**config.mk**
```make
export PLATFORM = sky130hd
export DESIGN_NAME = conv3x3_core
export DESIGN_NICKNAME = d
export VERILOG_FILES = /design/src/verilog/conv_pkg.sv /design/src/verilog/conv3x3_core.sv /design/src/verilog/window_mac.sv /design/src/verilog/kernel_weight_buffer.sv /design/src/verilog/tap_fifo.sv /design/src/verilog/weight_stream_rx.sv
export SDC_FILE = /design/constraint.sdc
export NUM_CORES = 2
export LEC_CHECK = 0
export BUFFER_PORTS_ARGS = -buffer_cell sky130_fd_sc_hd__buf_2
export CAP_MARGIN = 10
export CORE_MARGIN = 10
export CORE_UTILIZATION = 45
export DETAILED_ROUTE_END_ITERATION = 8
export GPL_ROUTABILITY_DRIVEN = 0
export PLACE_DENSITY = 0.67
export SYNTH_ARGS = -nofsm -noshare
export SYNTH_HDL_FRONTEND = slang
export SYNTH_SLANG_ARGS = --single-unit
```
**constraint.sdc**
```tcl
create_clock -name clk -period 20.2 [get_ports clk]
set_input_delay 2.02 -clock clk [delete_from_list [all_inputs] [get_ports clk]]
set_output_delay 2.02 -clock clk [all_outputs]
set_load 0.02 [all_outputs]
```
**src/verilog/conv_pkg.sv**
```systemverilog
//////////////////////////////////////////////////////////////////////
// Shared widths, depths and enums for the 3x3 convolution engine
//////////////////////////////////////////////////////////////////////

package conv_pkg;

	// Weight and pixel words are signed
	localparam int DATA_WIDTH = 16;
	// Two data widths plus four guard bits for nine products
	localparam int ACC_WIDTH = 36;

	localparam int KERNEL_SIZE = 9;
	// Kernels held per tap FIFO
	localparam int KERNEL_DEPTH = 4;
	localparam int TAP_CNT_WIDTH = 4;
	// Two address bits plus wrap bit
	localparam int PTR_WIDTH = 3;

	// Opcode sent with the first pixel of a window
	typedef enum logic {
		WIN_REUSE = 1'b0,
		WIN_NEXT  = 1'b1
	} win_op_t;

	// Window MAC states
	typedef enum logic [2:0] {
		MAC_IDLE, MAC_POP, MAC_TAKE_PIXEL, MAC_WAIT_DROP, MAC_REPLY, MAC_REPLY_DROP
	} mac_state_t;

	// Weight receiver states
	typedef enum logic [1:0] {RX_IDLE, RX_ACKED, RX_WAIT_DROP} rx_state_t;

endpackage
```
**src/verilog/conv3x3_core.sv**
```systemverilog
`timescale 1ns/1ns

module conv3x3_core (
	input  logic                           clk,
	input  logic                           reset,
	input  logic                           w_req,
	input  logic [conv_pkg::DATA_WIDTH-1:0] w_data,
	output logic                           w_ack,
	input  logic                           p_req,
	input  logic [conv_pkg::DATA_WIDTH-1:0] p_data,
	input  conv_pkg::win_op_t              p_op,
	output logic                           p_ack,
	output logic                           res_req,
	output logic [conv_pkg::ACC_WIDTH-1:0]  res_data,
	input  logic                           res_ack
);

	import conv_pkg::*;

	logic                  buffer_ready;
	logic                  word_valid;
	logic [DATA_WIDTH-1:0] word_data;
	logic                  load_kernel;
	logic                  kernel_avail;
	logic                  kernel_valid;
	logic [DATA_WIDTH-1:0] tap_00, tap_01, tap_02, tap_03, tap_04;
	logic [DATA_WIDTH-1:0] tap_05, tap_06, tap_07, tap_08;

	//////////////////////////////////////////////////////////////////////
	// Producer, buffer, consumer
	//////////////////////////////////////////////////////////////////////
	weight_stream_rx u_rx (
		.clk(clk), .reset(reset), .w_req(w_req), .w_data(w_data), .w_ack(w_ack),
		.buffer_ready(buffer_ready), .word_valid(word_valid), .word_data(word_data)
	);

	kernel_weight_buffer u_buffer (
		.clk(clk), .reset(reset), .word_valid(word_valid), .word_data(word_data),
		.buffer_ready(buffer_ready), .load_kernel(load_kernel),
		.kernel_avail(kernel_avail), .kernel_valid(kernel_valid),
		.tap_00(tap_00), .tap_01(tap_01), .tap_02(tap_02), .tap_03(tap_03),
		.tap_04(tap_04), .tap_05(tap_05), .tap_06(tap_06), .tap_07(tap_07),
		.tap_08(tap_08)
	);

	window_mac u_mac (
		.clk(clk), .reset(reset), .p_req(p_req), .p_data(p_data), .p_op(p_op),
		.p_ack(p_ack), .kernel_avail(kernel_avail), .kernel_valid(kernel_valid),
		.load_kernel(load_kernel),
		.tap_00(tap_00), .tap_01(tap_01), .tap_02(tap_02), .tap_03(tap_03),
		.tap_04(tap_04), .tap_05(tap_05), .tap_06(tap_06), .tap_07(tap_07),
		.tap_08(tap_08),
		.res_req(res_req), .res_data(res_data), .res_ack(res_ack)
	);

endmodule

```
**src/verilog/window_mac.sv**
```systemverilog
`timescale 1ns/1ns

module window_mac (
	input  logic                           clk,
	input  logic                           reset,
	input  logic                           p_req,
	input  logic [conv_pkg::DATA_WIDTH-1:0] p_data,
	input  conv_pkg::win_op_t              p_op,
	output logic                           p_ack,
	input  logic                           kernel_avail,
	input  logic                           kernel_valid,
	output logic                           load_kernel,
	input  logic [conv_pkg::DATA_WIDTH-1:0] tap_00,
	input  logic [conv_pkg::DATA_WIDTH-1:0] tap_01,
	input  logic [conv_pkg::DATA_WIDTH-1:0] tap_02,
	input  logic [conv_pkg::DATA_WIDTH-1:0] tap_03,
	input  logic [conv_pkg::DATA_WIDTH-1:0] tap_04,
	input  logic [conv_pkg::DATA_WIDTH-1:0] tap_05,
	input  logic [conv_pkg::DATA_WIDTH-1:0] tap_06,
	input  logic [conv_pkg::DATA_WIDTH-1:0] tap_07,
	input  logic [conv_pkg::DATA_WIDTH-1:0] tap_08,
	output logic                           res_req,
	output logic [conv_pkg::ACC_WIDTH-1:0]  res_data,
	input  logic                           res_ack
);

	import conv_pkg::*;

	mac_state_t                    state;
	logic [TAP_CNT_WIDTH-1:0]      pix_cnt;
	logic [DATA_WIDTH-1:0]         tap_raw;
	logic signed [DATA_WIDTH-1:0]  tap_sel;
	logic signed [2*DATA_WIDTH-1:0] product;
	logic signed [ACC_WIDTH-1:0]   acc_q;
	logic                          take;

	//////////////////////////////////////////////////////////////////////
	// Tap select and product
	//////////////////////////////////////////////////////////////////////
	always_comb begin
		case (pix_cnt)
			4'd0:    tap_raw = tap_00;
			4'd1:    tap_raw = tap_01;
			4'd2:    tap_raw = tap_02;
			4'd3:    tap_raw = tap_03;
			4'd4:    tap_raw = tap_04;
			4'd5:    tap_raw = tap_05;
			4'd6:    tap_raw = tap_06;
			4'd7:    tap_raw = tap_07;
			default: tap_raw = tap_08;
		endcase
	end

	// No kernel popped yet, taps read as zero
	assign tap_sel = kernel_valid ? tap_raw : '0;
	assign product = tap_sel * $signed(p_data);
	assign take    = (state == MAC_TAKE_PIXEL) && p_req;

	//////////////////////////////////////////////////////////////////////
	// Window FSM
	//////////////////////////////////////////////////////////////////////
	always_ff @(posedge clk) begin
		if (reset) begin
			state   <= MAC_IDLE;
			pix_cnt <= '0;
		end else begin
			case (state)
				MAC_IDLE: begin
					pix_cnt <= '0;
					// Opcode only matters with the first pixel
					if (p_req && p_op == WIN_REUSE) begin
						state <= MAC_TAKE_PIXEL;
					end else if (p_req && kernel_avail) begin
						state <= MAC_POP;
					end
				end
				// Taps settle one clock after the pop
				MAC_POP:        state <= MAC_TAKE_PIXEL;
				MAC_TAKE_PIXEL: begin
					if (p_req) begin
						pix_cnt <= pix_cnt + 1'b1;
						state   <= MAC_WAIT_DROP;
					end
				end
				MAC_WAIT_DROP: begin
					if (!p_req) begin
						if (pix_cnt == TAP_CNT_WIDTH'(KERNEL_SIZE)) begin
							state <= MAC_REPLY;
						end else begin
							state <= MAC_TAKE_PIXEL;
						end
					end
				end
				MAC_REPLY: begin
					if (res_ack) begin
						state <= MAC_REPLY_DROP;
					end
				end
				MAC_REPLY_DROP: begin
					if (!res_ack) begin
						state <= MAC_IDLE;
					end
				end
				default: state <= MAC_IDLE;
			endcase
		end
	end

	// Cleared between windows
	always_ff @(posedge clk) begin
		if (state == MAC_IDLE) begin
			acc_q <= '0;
		end else if (take) begin
			acc_q <= acc_q + product;
		end
	end

	assign load_kernel = (state == MAC_POP);
	assign p_ack       = (state == MAC_WAIT_DROP);
	assign res_req     = (state == MAC_REPLY);
	assign res_data    = acc_q;

	// Result must not move while the host may be sampling it
	assert property (@(posedge clk) disable iff (reset)
		res_req ##1 res_req |-> $stable(res_data));

endmodule

```
**src/verilog/kernel_weight_buffer.sv**
```systemverilog
`timescale 1ns/1ns

module kernel_weight_buffer (
	input  logic                           clk,
	input  logic                           reset,
	input  logic                           word_valid,
	input  logic [conv_pkg::DATA_WIDTH-1:0] word_data,
	output logic                           buffer_ready,
	input  logic                           load_kernel,
	output logic                           kernel_avail,
	output logic                           kernel_valid,
	output logic [conv_pkg::DATA_WIDTH-1:0] tap_00,
	output logic [conv_pkg::DATA_WIDTH-1:0] tap_01,
	output logic [conv_pkg::DATA_WIDTH-1:0] tap_02,
	output logic [conv_pkg::DATA_WIDTH-1:0] tap_03,
	output logic [conv_pkg::DATA_WIDTH-1:0] tap_04,
	output logic [conv_pkg::DATA_WIDTH-1:0] tap_05,
	output logic [conv_pkg::DATA_WIDTH-1:0] tap_06,
	output logic [conv_pkg::DATA_WIDTH-1:0] tap_07,
	output logic [conv_pkg::DATA_WIDTH-1:0] tap_08
);

	import conv_pkg::*;

	logic [DATA_WIDTH-1:0]    shift_q [KERNEL_SIZE];
	logic [DATA_WIDTH-1:0]    tap_q [KERNEL_SIZE];
	logic [TAP_CNT_WIDTH-1:0] tap_cnt;
	logic                     write_kernel;
	logic [KERNEL_SIZE-1:0]   lane_full;
	logic [KERNEL_SIZE-1:0]   lane_empty;

	//////////////////////////////////////////////////////////////////////
	// Word collection
	//////////////////////////////////////////////////////////////////////

	// New word enters at the top, oldest ends up in tap 0
	always_ff @(posedge clk) begin
		if (word_valid) begin
			shift_q[KERNEL_SIZE-1] <= word_data;
			for (int i = 0; i < KERNEL_SIZE - 1; i++) begin
				shift_q[i] <= shift_q[i+1];
			end
		end
	end

	// Ninth word raises one write for all lanes
	always_ff @(posedge clk) begin
		if (reset) begin
			tap_cnt      <= '0;
			write_kernel <= 1'b0;
		end else begin
			write_kernel <= 1'b0;
			if (word_valid) begin
				if (tap_cnt == TAP_CNT_WIDTH'(KERNEL_SIZE - 1)) begin
					tap_cnt      <= '0;
					write_kernel <= 1'b1;
				end else begin
					tap_cnt <= tap_cnt + 1'b1;
				end
			end
		end
	end

	//////////////////////////////////////////////////////////////////////
	// Tap lanes
	//////////////////////////////////////////////////////////////////////
	for (genvar k = 0; k < KERNEL_SIZE; k++) begin : g_lane
		tap_fifo u_lane (
			.clk      (clk),
			.reset    (reset),
			.write    (write_kernel),
			.read     (load_kernel),
			.data_in  (shift_q[k]),
			.data_out (tap_q[k]),
			.full     (lane_full[k]),
			.empty    (lane_empty[k])
		);
	end

	// All lanes move together, lane 0 speaks for them
	assign buffer_ready = !lane_full[0];
	assign kernel_avail = !lane_empty[0];

	assign tap_00 = tap_q[0];
	assign tap_01 = tap_q[1];
	assign tap_02 = tap_q[2];
	assign tap_03 = tap_q[3];
	assign tap_04 = tap_q[4];
	assign tap_05 = tap_q[5];
	assign tap_06 = tap_q[6];
	assign tap_07 = tap_q[7];
	assign tap_08 = tap_q[8];

	// Set on first pop, then stays
	always_ff @(posedge clk) begin
		if (reset) begin
			kernel_valid <= 1'b0;
		end else if (load_kernel) begin
			kernel_valid <= 1'b1;
		end
	end

endmodule

```
**src/verilog/tap_fifo.sv**
```systemverilog
`timescale 1ns/1ns

module tap_fifo (
	input  logic                           clk,
	input  logic                           reset,
	input  logic                           write,
	input  logic                           read,
	input  logic [conv_pkg::DATA_WIDTH-1:0] data_in,
	output logic [conv_pkg::DATA_WIDTH-1:0] data_out,
	output logic                           full,
	output logic                           empty
);

	import conv_pkg::*;

	logic [DATA_WIDTH-1:0] mem [KERNEL_DEPTH];
	logic [PTR_WIDTH-1:0]  wr_ptr;
	logic [PTR_WIDTH-1:0]  rd_ptr;

	// Same address, wrap bits differ when full
	assign empty = (wr_ptr == rd_ptr);
	assign full  = (wr_ptr[PTR_WIDTH-1] != rd_ptr[PTR_WIDTH-1]) &&
		(wr_ptr[PTR_WIDTH-2:0] == rd_ptr[PTR_WIDTH-2:0]);

	//////////////////////////////////////////////////////////////////////
	// Pointers
	//////////////////////////////////////////////////////////////////////
	always_ff @(posedge clk) begin
		if (reset) begin
			wr_ptr <= '0;
			rd_ptr <= '0;
		end else begin
			if (write && !full) begin
				wr_ptr <= wr_ptr + 1'b1;
			end
			if (read && !empty) begin
				rd_ptr <= rd_ptr + 1'b1;
			end
		end
	end

	//////////////////////////////////////////////////////////////////////
	// Storage and output register
	//////////////////////////////////////////////////////////////////////
	always_ff @(posedge clk) begin
		if (write && !full) begin
			mem[wr_ptr[PTR_WIDTH-2:0]] <= data_in;
		end
	end

	// Holds the popped tap until the next read
	always_ff @(posedge clk) begin
		if (read && !empty) begin
			data_out <= mem[rd_ptr[PTR_WIDTH-2:0]];
		end
	end

	// Receiver back-pressure must keep a full lane from being written
	assert property (@(posedge clk) disable iff (reset) write |-> !full);
	// Consumer only pops once a kernel is available
	assert property (@(posedge clk) disable iff (reset) read |-> !empty);

endmodule

```
**src/verilog/weight_stream_rx.sv**
```systemverilog
`timescale 1ns/1ns

module weight_stream_rx (
	input  logic                           clk,
	input  logic                           reset,
	input  logic                           w_req,
	input  logic [conv_pkg::DATA_WIDTH-1:0] w_data,
	output logic                           w_ack,
	input  logic                           buffer_ready,
	output logic                           word_valid,
	output logic [conv_pkg::DATA_WIDTH-1:0] word_data
);

	import conv_pkg::*;

	rx_state_t state;

	//////////////////////////////////////////////////////////////////////
	// Four-phase handshake
	//////////////////////////////////////////////////////////////////////
	always_ff @(posedge clk) begin
		if (reset) begin
			state <= RX_IDLE;
		end else begin
			case (state)
				RX_IDLE: begin
					// Hold off the ack while the tap FIFOs are full
					if (w_req && buffer_ready) begin
						state <= RX_ACKED;
					end
				end
				RX_ACKED: begin
					state <= w_req ? RX_WAIT_DROP : RX_IDLE;
				end
				RX_WAIT_DROP: begin
					if (!w_req) begin
						state <= RX_IDLE;
					end
				end
				default: state <= RX_IDLE;
			endcase
		end
	end

	// Word captured on acceptance
	always_ff @(posedge clk) begin
		if (state == RX_IDLE && w_req && buffer_ready) begin
			word_data <= w_data;
		end
	end

	assign w_ack = (state != RX_IDLE);
	// One strobe per word, in the cycle the ack rises
	assign word_valid = (state == RX_ACKED);

	// Host keeps its request up until the ack arrives
	assert property (@(posedge clk) disable iff (reset)
		w_req && !w_ack |=> w_req || w_ack);

endmodule

```
# --- After elaboration in Yosys (flattened, before gate mapping) ---
# Memory sizes are Yosys's and may differ from the RTL's. A register that Yosys moved wholly into a read port is not among the register bits.
# Cells that the tools add are included.
# Widths: inputs -> output; s select.
totals:
  register_bits: 121
  n_memories: 10
  romBits: 0
  ram_bits: 720
  out_inout_bits: 39
  inputBits: 38
  latch_bits: 0
mem_list:
  columns: ["name", "depth", "width", "rd", "rd_ports_with_merged_regs", "write_ports", "line", "text"]
  rows:
  - ["u_buffer.shift_q", 9, 16, 9, 0, 9, "kernel_weight_buffer.sv:25", "logic [DATA_WIDTH-1:0] shift_q [KERNEL_SIZE];"]
  - ["u_buffer.g_lane[0].u_lane.mem", 4, 16, 1, 1, 1, "tap_fifo.sv:16", "logic [DATA_WIDTH-1:0] mem [KERNEL_DEPTH];"]
  - ["u_buffer.g_lane[1].u_lane.mem", 4, 16, 1, 1, 1, "tap_fifo.sv:16", null]
  - ["u_buffer.g_lane[2].u_lane.mem", 4, 16, 1, 1, 1, "tap_fifo.sv:16", null]
  - ["u_buffer.g_lane[3].u_lane.mem", 4, 16, 1, 1, 1, "tap_fifo.sv:16", null]
  - ["u_buffer.g_lane[4].u_lane.mem", 4, 16, 1, 1, 1, "tap_fifo.sv:16", null]
  - ["+4 memories", null, null, null, null, null, null, null]
op_classes:
  n_div: 0
  bitwise: 2
  n_reduce_logical: 60
  n_lt_le_gt_ge: 0
  multipliers: 1
  add_sub_neg: 21
  mux: 38
  n_eq_ne: 50
  n_shift: 0
op_table:
  columns: ["cell", "n"]
  rows:
  - ["$pmux 16 s8", 1]
  - ["$add 3x1->3 const B", 18]
  - ["$add 36x32->36", 1]
  - ["$logic_and 1x1->1", 33]
  - ["$mul 16x16->32", 1]
  - ["$eq 3x3->1", 9]
  - ["$mux 1", 21]
  - ["$mux 3", 7]
  - ["$eq 2x2->1", 9]
  - ["$logic_not 1->1", 18]
  - ["$pmux 3 s6", 1]
  - ["$eq 4x3->1 const B", 4]
  - ["$mux 16", 1]
  - ["$ne 1x1->1", 9]
  - ["$add 4x1->4 const B", 2]
  - ["$eq 4x2->1 const B", 2]
  - ["$eq 4x4->1 const B", 2]
  - ["$mux 4", 2]
  - ["$ne 2x2->1 const B", 4]
  - ["$pmux 4 s2", 1]
  - ["$eq 3x2->1 const B", 2]
  - ["$eq 3x3->1 const B", 2]
  - ["$mux 2", 3]
  - ["$pmux 2 s3", 1]
  - ["other kinds (14)", 18]

# --- Longest topological paths before layout ---
logic_depth:
  depth_word: 6
  depth_mapped: 32

# --- Cells and area by module ---
# From an unflattened synthesis, not the netlist that was laid out.
unflattened:
  cells_unflattened: 3300
  area_unflattened_um2: 49463.7
modules_own_cells:
  columns: ["module", "instances", "seq_area_each_um2", "area_each_um2", "cells_per_inst"]
  rows:
  - ["tap_fifo", 9, 2522.4, 3333.2, 168]
  - ["window_mac", 1, 860.8, 14292.5, 1588]
  - ["kernel_weight_buffer", 1, 4444.3, 4600.7, 175]
  - ["weight_stream_rx", 1, 520.5, 571.8, 25]

# --- Worst setup path after synthesis ---
# Ideal clock, no wire load.
synth_timing:
  kind: "input-to-reg"
  from: "input port p_data[1] (netlist name)"
  to: "register u_mac.acc_q[35], in the netlist u_mac.res_data[35]"
  t_required_ps: 20070
  cell_stages: 21
  path_slack_ps: 12701
  n_path_buf: 2
  arrival_ps: 7369
  path_cell_list: "clkbuf_1 nand2_1 fa_1 fa_1 fa_1 inv_1 fa_1 fa_1 inv_1 fa_1 inv_1 ha_1 clkbuf_1 a21o_1 a21oi_1 nor2b_1 a311oi_1 o21ai_2 o21a_2 and3b_1 a211oi_2"
synth_via:
  elab_chain_cells: 2
synth_rtl:
  columns: ["item", "line", "text"]
  rows:
  - ["start: declaration", "conv3x3_core.sv:10", "input logic [conv_pkg::DATA_WIDTH-1:0] p_data,"]
  - ["$mul 16x16->32", "window_mac.sv:56", "assign product = tap_sel * $signed(p_data);"]
  - ["$add 36x32->36", "window_mac.sv:114", "acc_q <= acc_q + product;"]
  - ["end signal: assignment", "window_mac.sv:114", null]
  - ["end: declaration", "window_mac.sv:34", "logic signed [ACC_WIDTH-1:0] acc_q;"]
# Every way passes these cells.
# A chain may end at the register's enable or synchronous reset.

# --- Final worst setup path ---
layout_timing:
  from: "register u_mac.pix_cnt[1]"
  to: "register u_mac.acc_q[35], in the netlist u_mac.res_data[35]"
layout_via:
  elab_chain_cells: 5
  word_cells_on_any_way: 12
  classes_between: "add/sub: 1; mul: 1; eq/ne: 7; mux: 2; reduce/logical: 1"
layout_rtl:
  columns: ["item", "line", "text"]
  rows:
  - ["start: declaration", "window_mac.sv:30", "logic [TAP_CNT_WIDTH-1:0] pix_cnt;"]
  - ["start signal: assignment", "window_mac.sv:81", "pix_cnt <= pix_cnt + 1'b1;"]
  - ["$eq 4x3->1 (tied with other cells)", "window_mac.sv:41", "case (pix_cnt)"]
  - ["$pmux 16 s8 (*)", "window_mac.sv:41", null]
  - ["$mux 16 (*)", "window_mac.sv:55", "assign tap_sel = kernel_valid ? tap_raw : '0;"]
  - ["$mul 16x16->32 (*)", "window_mac.sv:56", null]
  - ["$add 36x32->36 (*)", "window_mac.sv:114", null]
# Mark *: on every way between the ends. The rest lies on a longest branch, timed or not.

==> impl_metrics.tcl <==
set metrics [dict create \
    status "completed" \
    start_kind "flop" \
    worstSetupPathType "reg -> reg" \
    dp_hpwl_um 74900 \
    yosysWarningCount 0 \
    vdd_drop_max_mv 0.0837 \
    slowest_stage "ha_1" \
    crit_path_end_kind "flop" \
    vias_per_cell 5.40 \
    die_height_um 346 \
    ios 77 \
    power_density_mw_per_mm2 101 \
    synthCells 3110 \
    worst_pin_slew_ns 1.18 \
    slew_violations 0 \
    critPathArrivalTime_ns 8.98 \
    clock_path_buffers 3 \
    skew_ns 0.0253 \
    synth.yosys.seq_area_share_pct 59.5 \
    drtAntennaViolNets 0 \
    layout_commonest_cell "edfxtp_1" \
    clk_latency_ns 0.67 \
    fill_cells 8673 \
    min_path_cells 0 \
    pre_cts_ws_ns 11.77 \
    grt_antenna_before_repair 4 \
    place_area_sq_mm 0.0498 \
    synth_nets 3620 \
    via_count 25200 \
    cts.clk_slew.worst_paths_ns 0.06 \
    final_util_pct 50.2 \
    rsz0062_at_grt "no" \
    most-common-layout-cells "edfxtp_1 (880), inv_1 (392), fa_1 (314), nand2_1 (175), and2_1 (174)" \
    relSlewSlack_pct 21.5 \
    wl_per_cell_um 22.7 \
    grt_usage_pct 17.8 \
    ctsHoldBuffers 0 \
    holdPathEnd "u_buffer.shift_q[0][131]" \
    critPathRequiredTime_ns 20.78 \
    area_growth_pct 10.4 \
    cts.repair.resized 0 \
    synth_enable_flop_cells 880 \
    crit_top_cell "fa_1" \
    die_x_um 346 \
    yosys.area.top_type "edfxtp_1" \
    syn_avg_cell_area_sq_um 15.4 \
    netlist_area_sq_mm 0.0480 \
    drive_gt1_share_pct 13.4 \
    overflow 0 \
    p_leak_nw 19.8 \
    timing.reg2reg.setup_slack_ns 11.80 \
    fin_crit_sh_pct 41.6 \
    grt_pass1_vias 26000 \
    dieArea_sq_mm 0.120 \
    clock_sinks 985 \
    rows 119 \
    clockRootBuffer "clkbuf_16" \
    drv_cap 0 \
    period_needed_ns 8.40 \
    r2r-start "u_mac.pix_cnt[1]" \
    portBuffers 76 \
    final_nets 3702 \
    tns_ns 0 \
    ys_ff_latch 985 \
    report.power.total_mw 5.32 \
    ys_types 71 \
    cts_tree "built" \
    htree_levels 3 \
    hold_start "u_rx.word_data[3]" \
    cts_made_buffers 96 \
    synthArstFlopShare_pct 0 \
    hold_viol 0 \
    design_area_sq_mm 0.0530 \
    setup_slack_ns 11.80 \
    r2r_cells 26 \
    fmax_mhz 119 \
    drt_wl_total_um 106000 \
    grt_max_degree 81 \
    cts_setup_buffers 0 \
    core_area_sq_mm 0.106 \
    grt_pass1_wl_um 164000 \
    r2r_end "u_mac.res_data[35]" \
    start_util_pct 45.4 \
    min_path_type "reg -> reg" \
    netlist_top_cells_area "edfxtp_1 (55%), fa_1 (13%), mux4_2 (6.8%)" \
    drt_iter0_markers 2252 \
    ys.flop_type "edfxtp_1" \
    setup_viol 0 \
    path_max_fanout 31 \
    synth.top_cell.area_share_pct 55.1 \
    max_stage_delay_ns 0.95 \
    drt_pass1_iterations 8 \
    drcViolationCount 0 \
]
worst max-delay path, delay by kind of cell, from the launching register on:
family                     cells  cell delay [ns]
and+or+nand+nor                6             1.50
buffers and inverters          4             0.25
DFF                            1             0.35
adders and majority gates      8             4.40
AOI/OAI and AO/OA              8             1.79
final cells by class:
type                    count  area (sq um)  area share (%)
clock inverters            70           656            1.24
diodes                      2          5.00         0.00945
flip-flops and latches    985         28500            53.8
inverters                 393          1480            2.79
repair buffers            115           683            1.29
well taps                1391          1740            3.29
multi-input cells        1601         17400            32.9
clock buffers             108          2450            4.62
report_power, final:
| group | switching [mW] | internal [mW] | leakage, nW |
|---|---|---|---|
| clock network | 0.782 | 0.964 | 1.49 |
| logic | 0.812 | 0.507 | 9.52 |
| registers | 0.0292 | 2.23 | 8.80 |
cells by family (layout without fill, tap and decap cells):
logic type	count (synthesis)	count (layout)	share of synthesized area, %
other	0	2	0
AND/OR/NAND/NOR	596	596	6.10
multiplexers	164	164	7.20
XOR/XNOR	99	99	1.82
buffers and inverters	524	686	4.27
AO/OA/AOI/OAI	270	270	3.92
adder cells (fa/ha/maj)	472	472	17.2
flip-flops	985	985	59.5
stage by stage:
stage | hold WS [ns] | instances
3_3_place_gp | 0.401 | 4483
6_report | 0.419 | 4665
5_1_grt | 0.421 | 4663
2_1_floorplan | 0.400 | 3110
4_1_cts | 0.418 | 4661
3_5_place_dp | 0.406 | 4483
worst max path at each step:
stage / start / endpoint / cells past startpoint
final: u_mac.pix_cnt[1] / u_mac.res_data[35] / 26
after global routing: u_mac.pix_cnt[1] / u_mac.res_data[34] / 27
after floorplan: p_data[1] / u_mac.res_data[35] / 21
after global placement: u_mac.pix_cnt[0] / u_mac.res_data[33] / 27
after detailed placement: u_mac.pix_cnt[1] / u_mac.res_data[33] / 27
after CTS: u_mac.pix_cnt[1] / u_mac.res_data[33] / 27
synthesized netlist by cell type (26+ instances only):
master and number:
fa_1 314, and2_1 174, inv_1 393, clkbuf_1 64
mux4_2 144, nand2_1 175, a21oi_1 80, nand3_1 28
nor2_1 133, buf_2 58, edfxtp_1 880, xnor2_1 59
xor2_1 39, a21o_1 26, ha_1 158, dfxtp_1 105
per-layer routing:
layer / wire (um) / part of all wire, % / global-route usage, %
met1: 44200 / 42 / 24.1
met2: 51700 / 49 / 29.2
met3: 6600 / 6.2 / 3.10
met4: 3440 / 3.2 / 5.75
met5: 24 / 0.023 / 0
flip-flops by register name, summed over array words and instances, names as in the netlist, 4 cells and up:
register and flops:
u_buffer.g_lane.u_lane.rd_ptr 27, u_buffer.tap_cnt 4, u_buffer.g_lane.u_lane.data_out 144, u_buffer.g_lane.u_lane.wr_ptr 27, u_rx.word_data 16, u_buffer.shift_q 144, u_mac.pix_cnt 4, u_buffer.g_lane.u_lane.mem 576
u_mac.res_data 36
No activity file was read; power rests on OpenSTA's default activity.
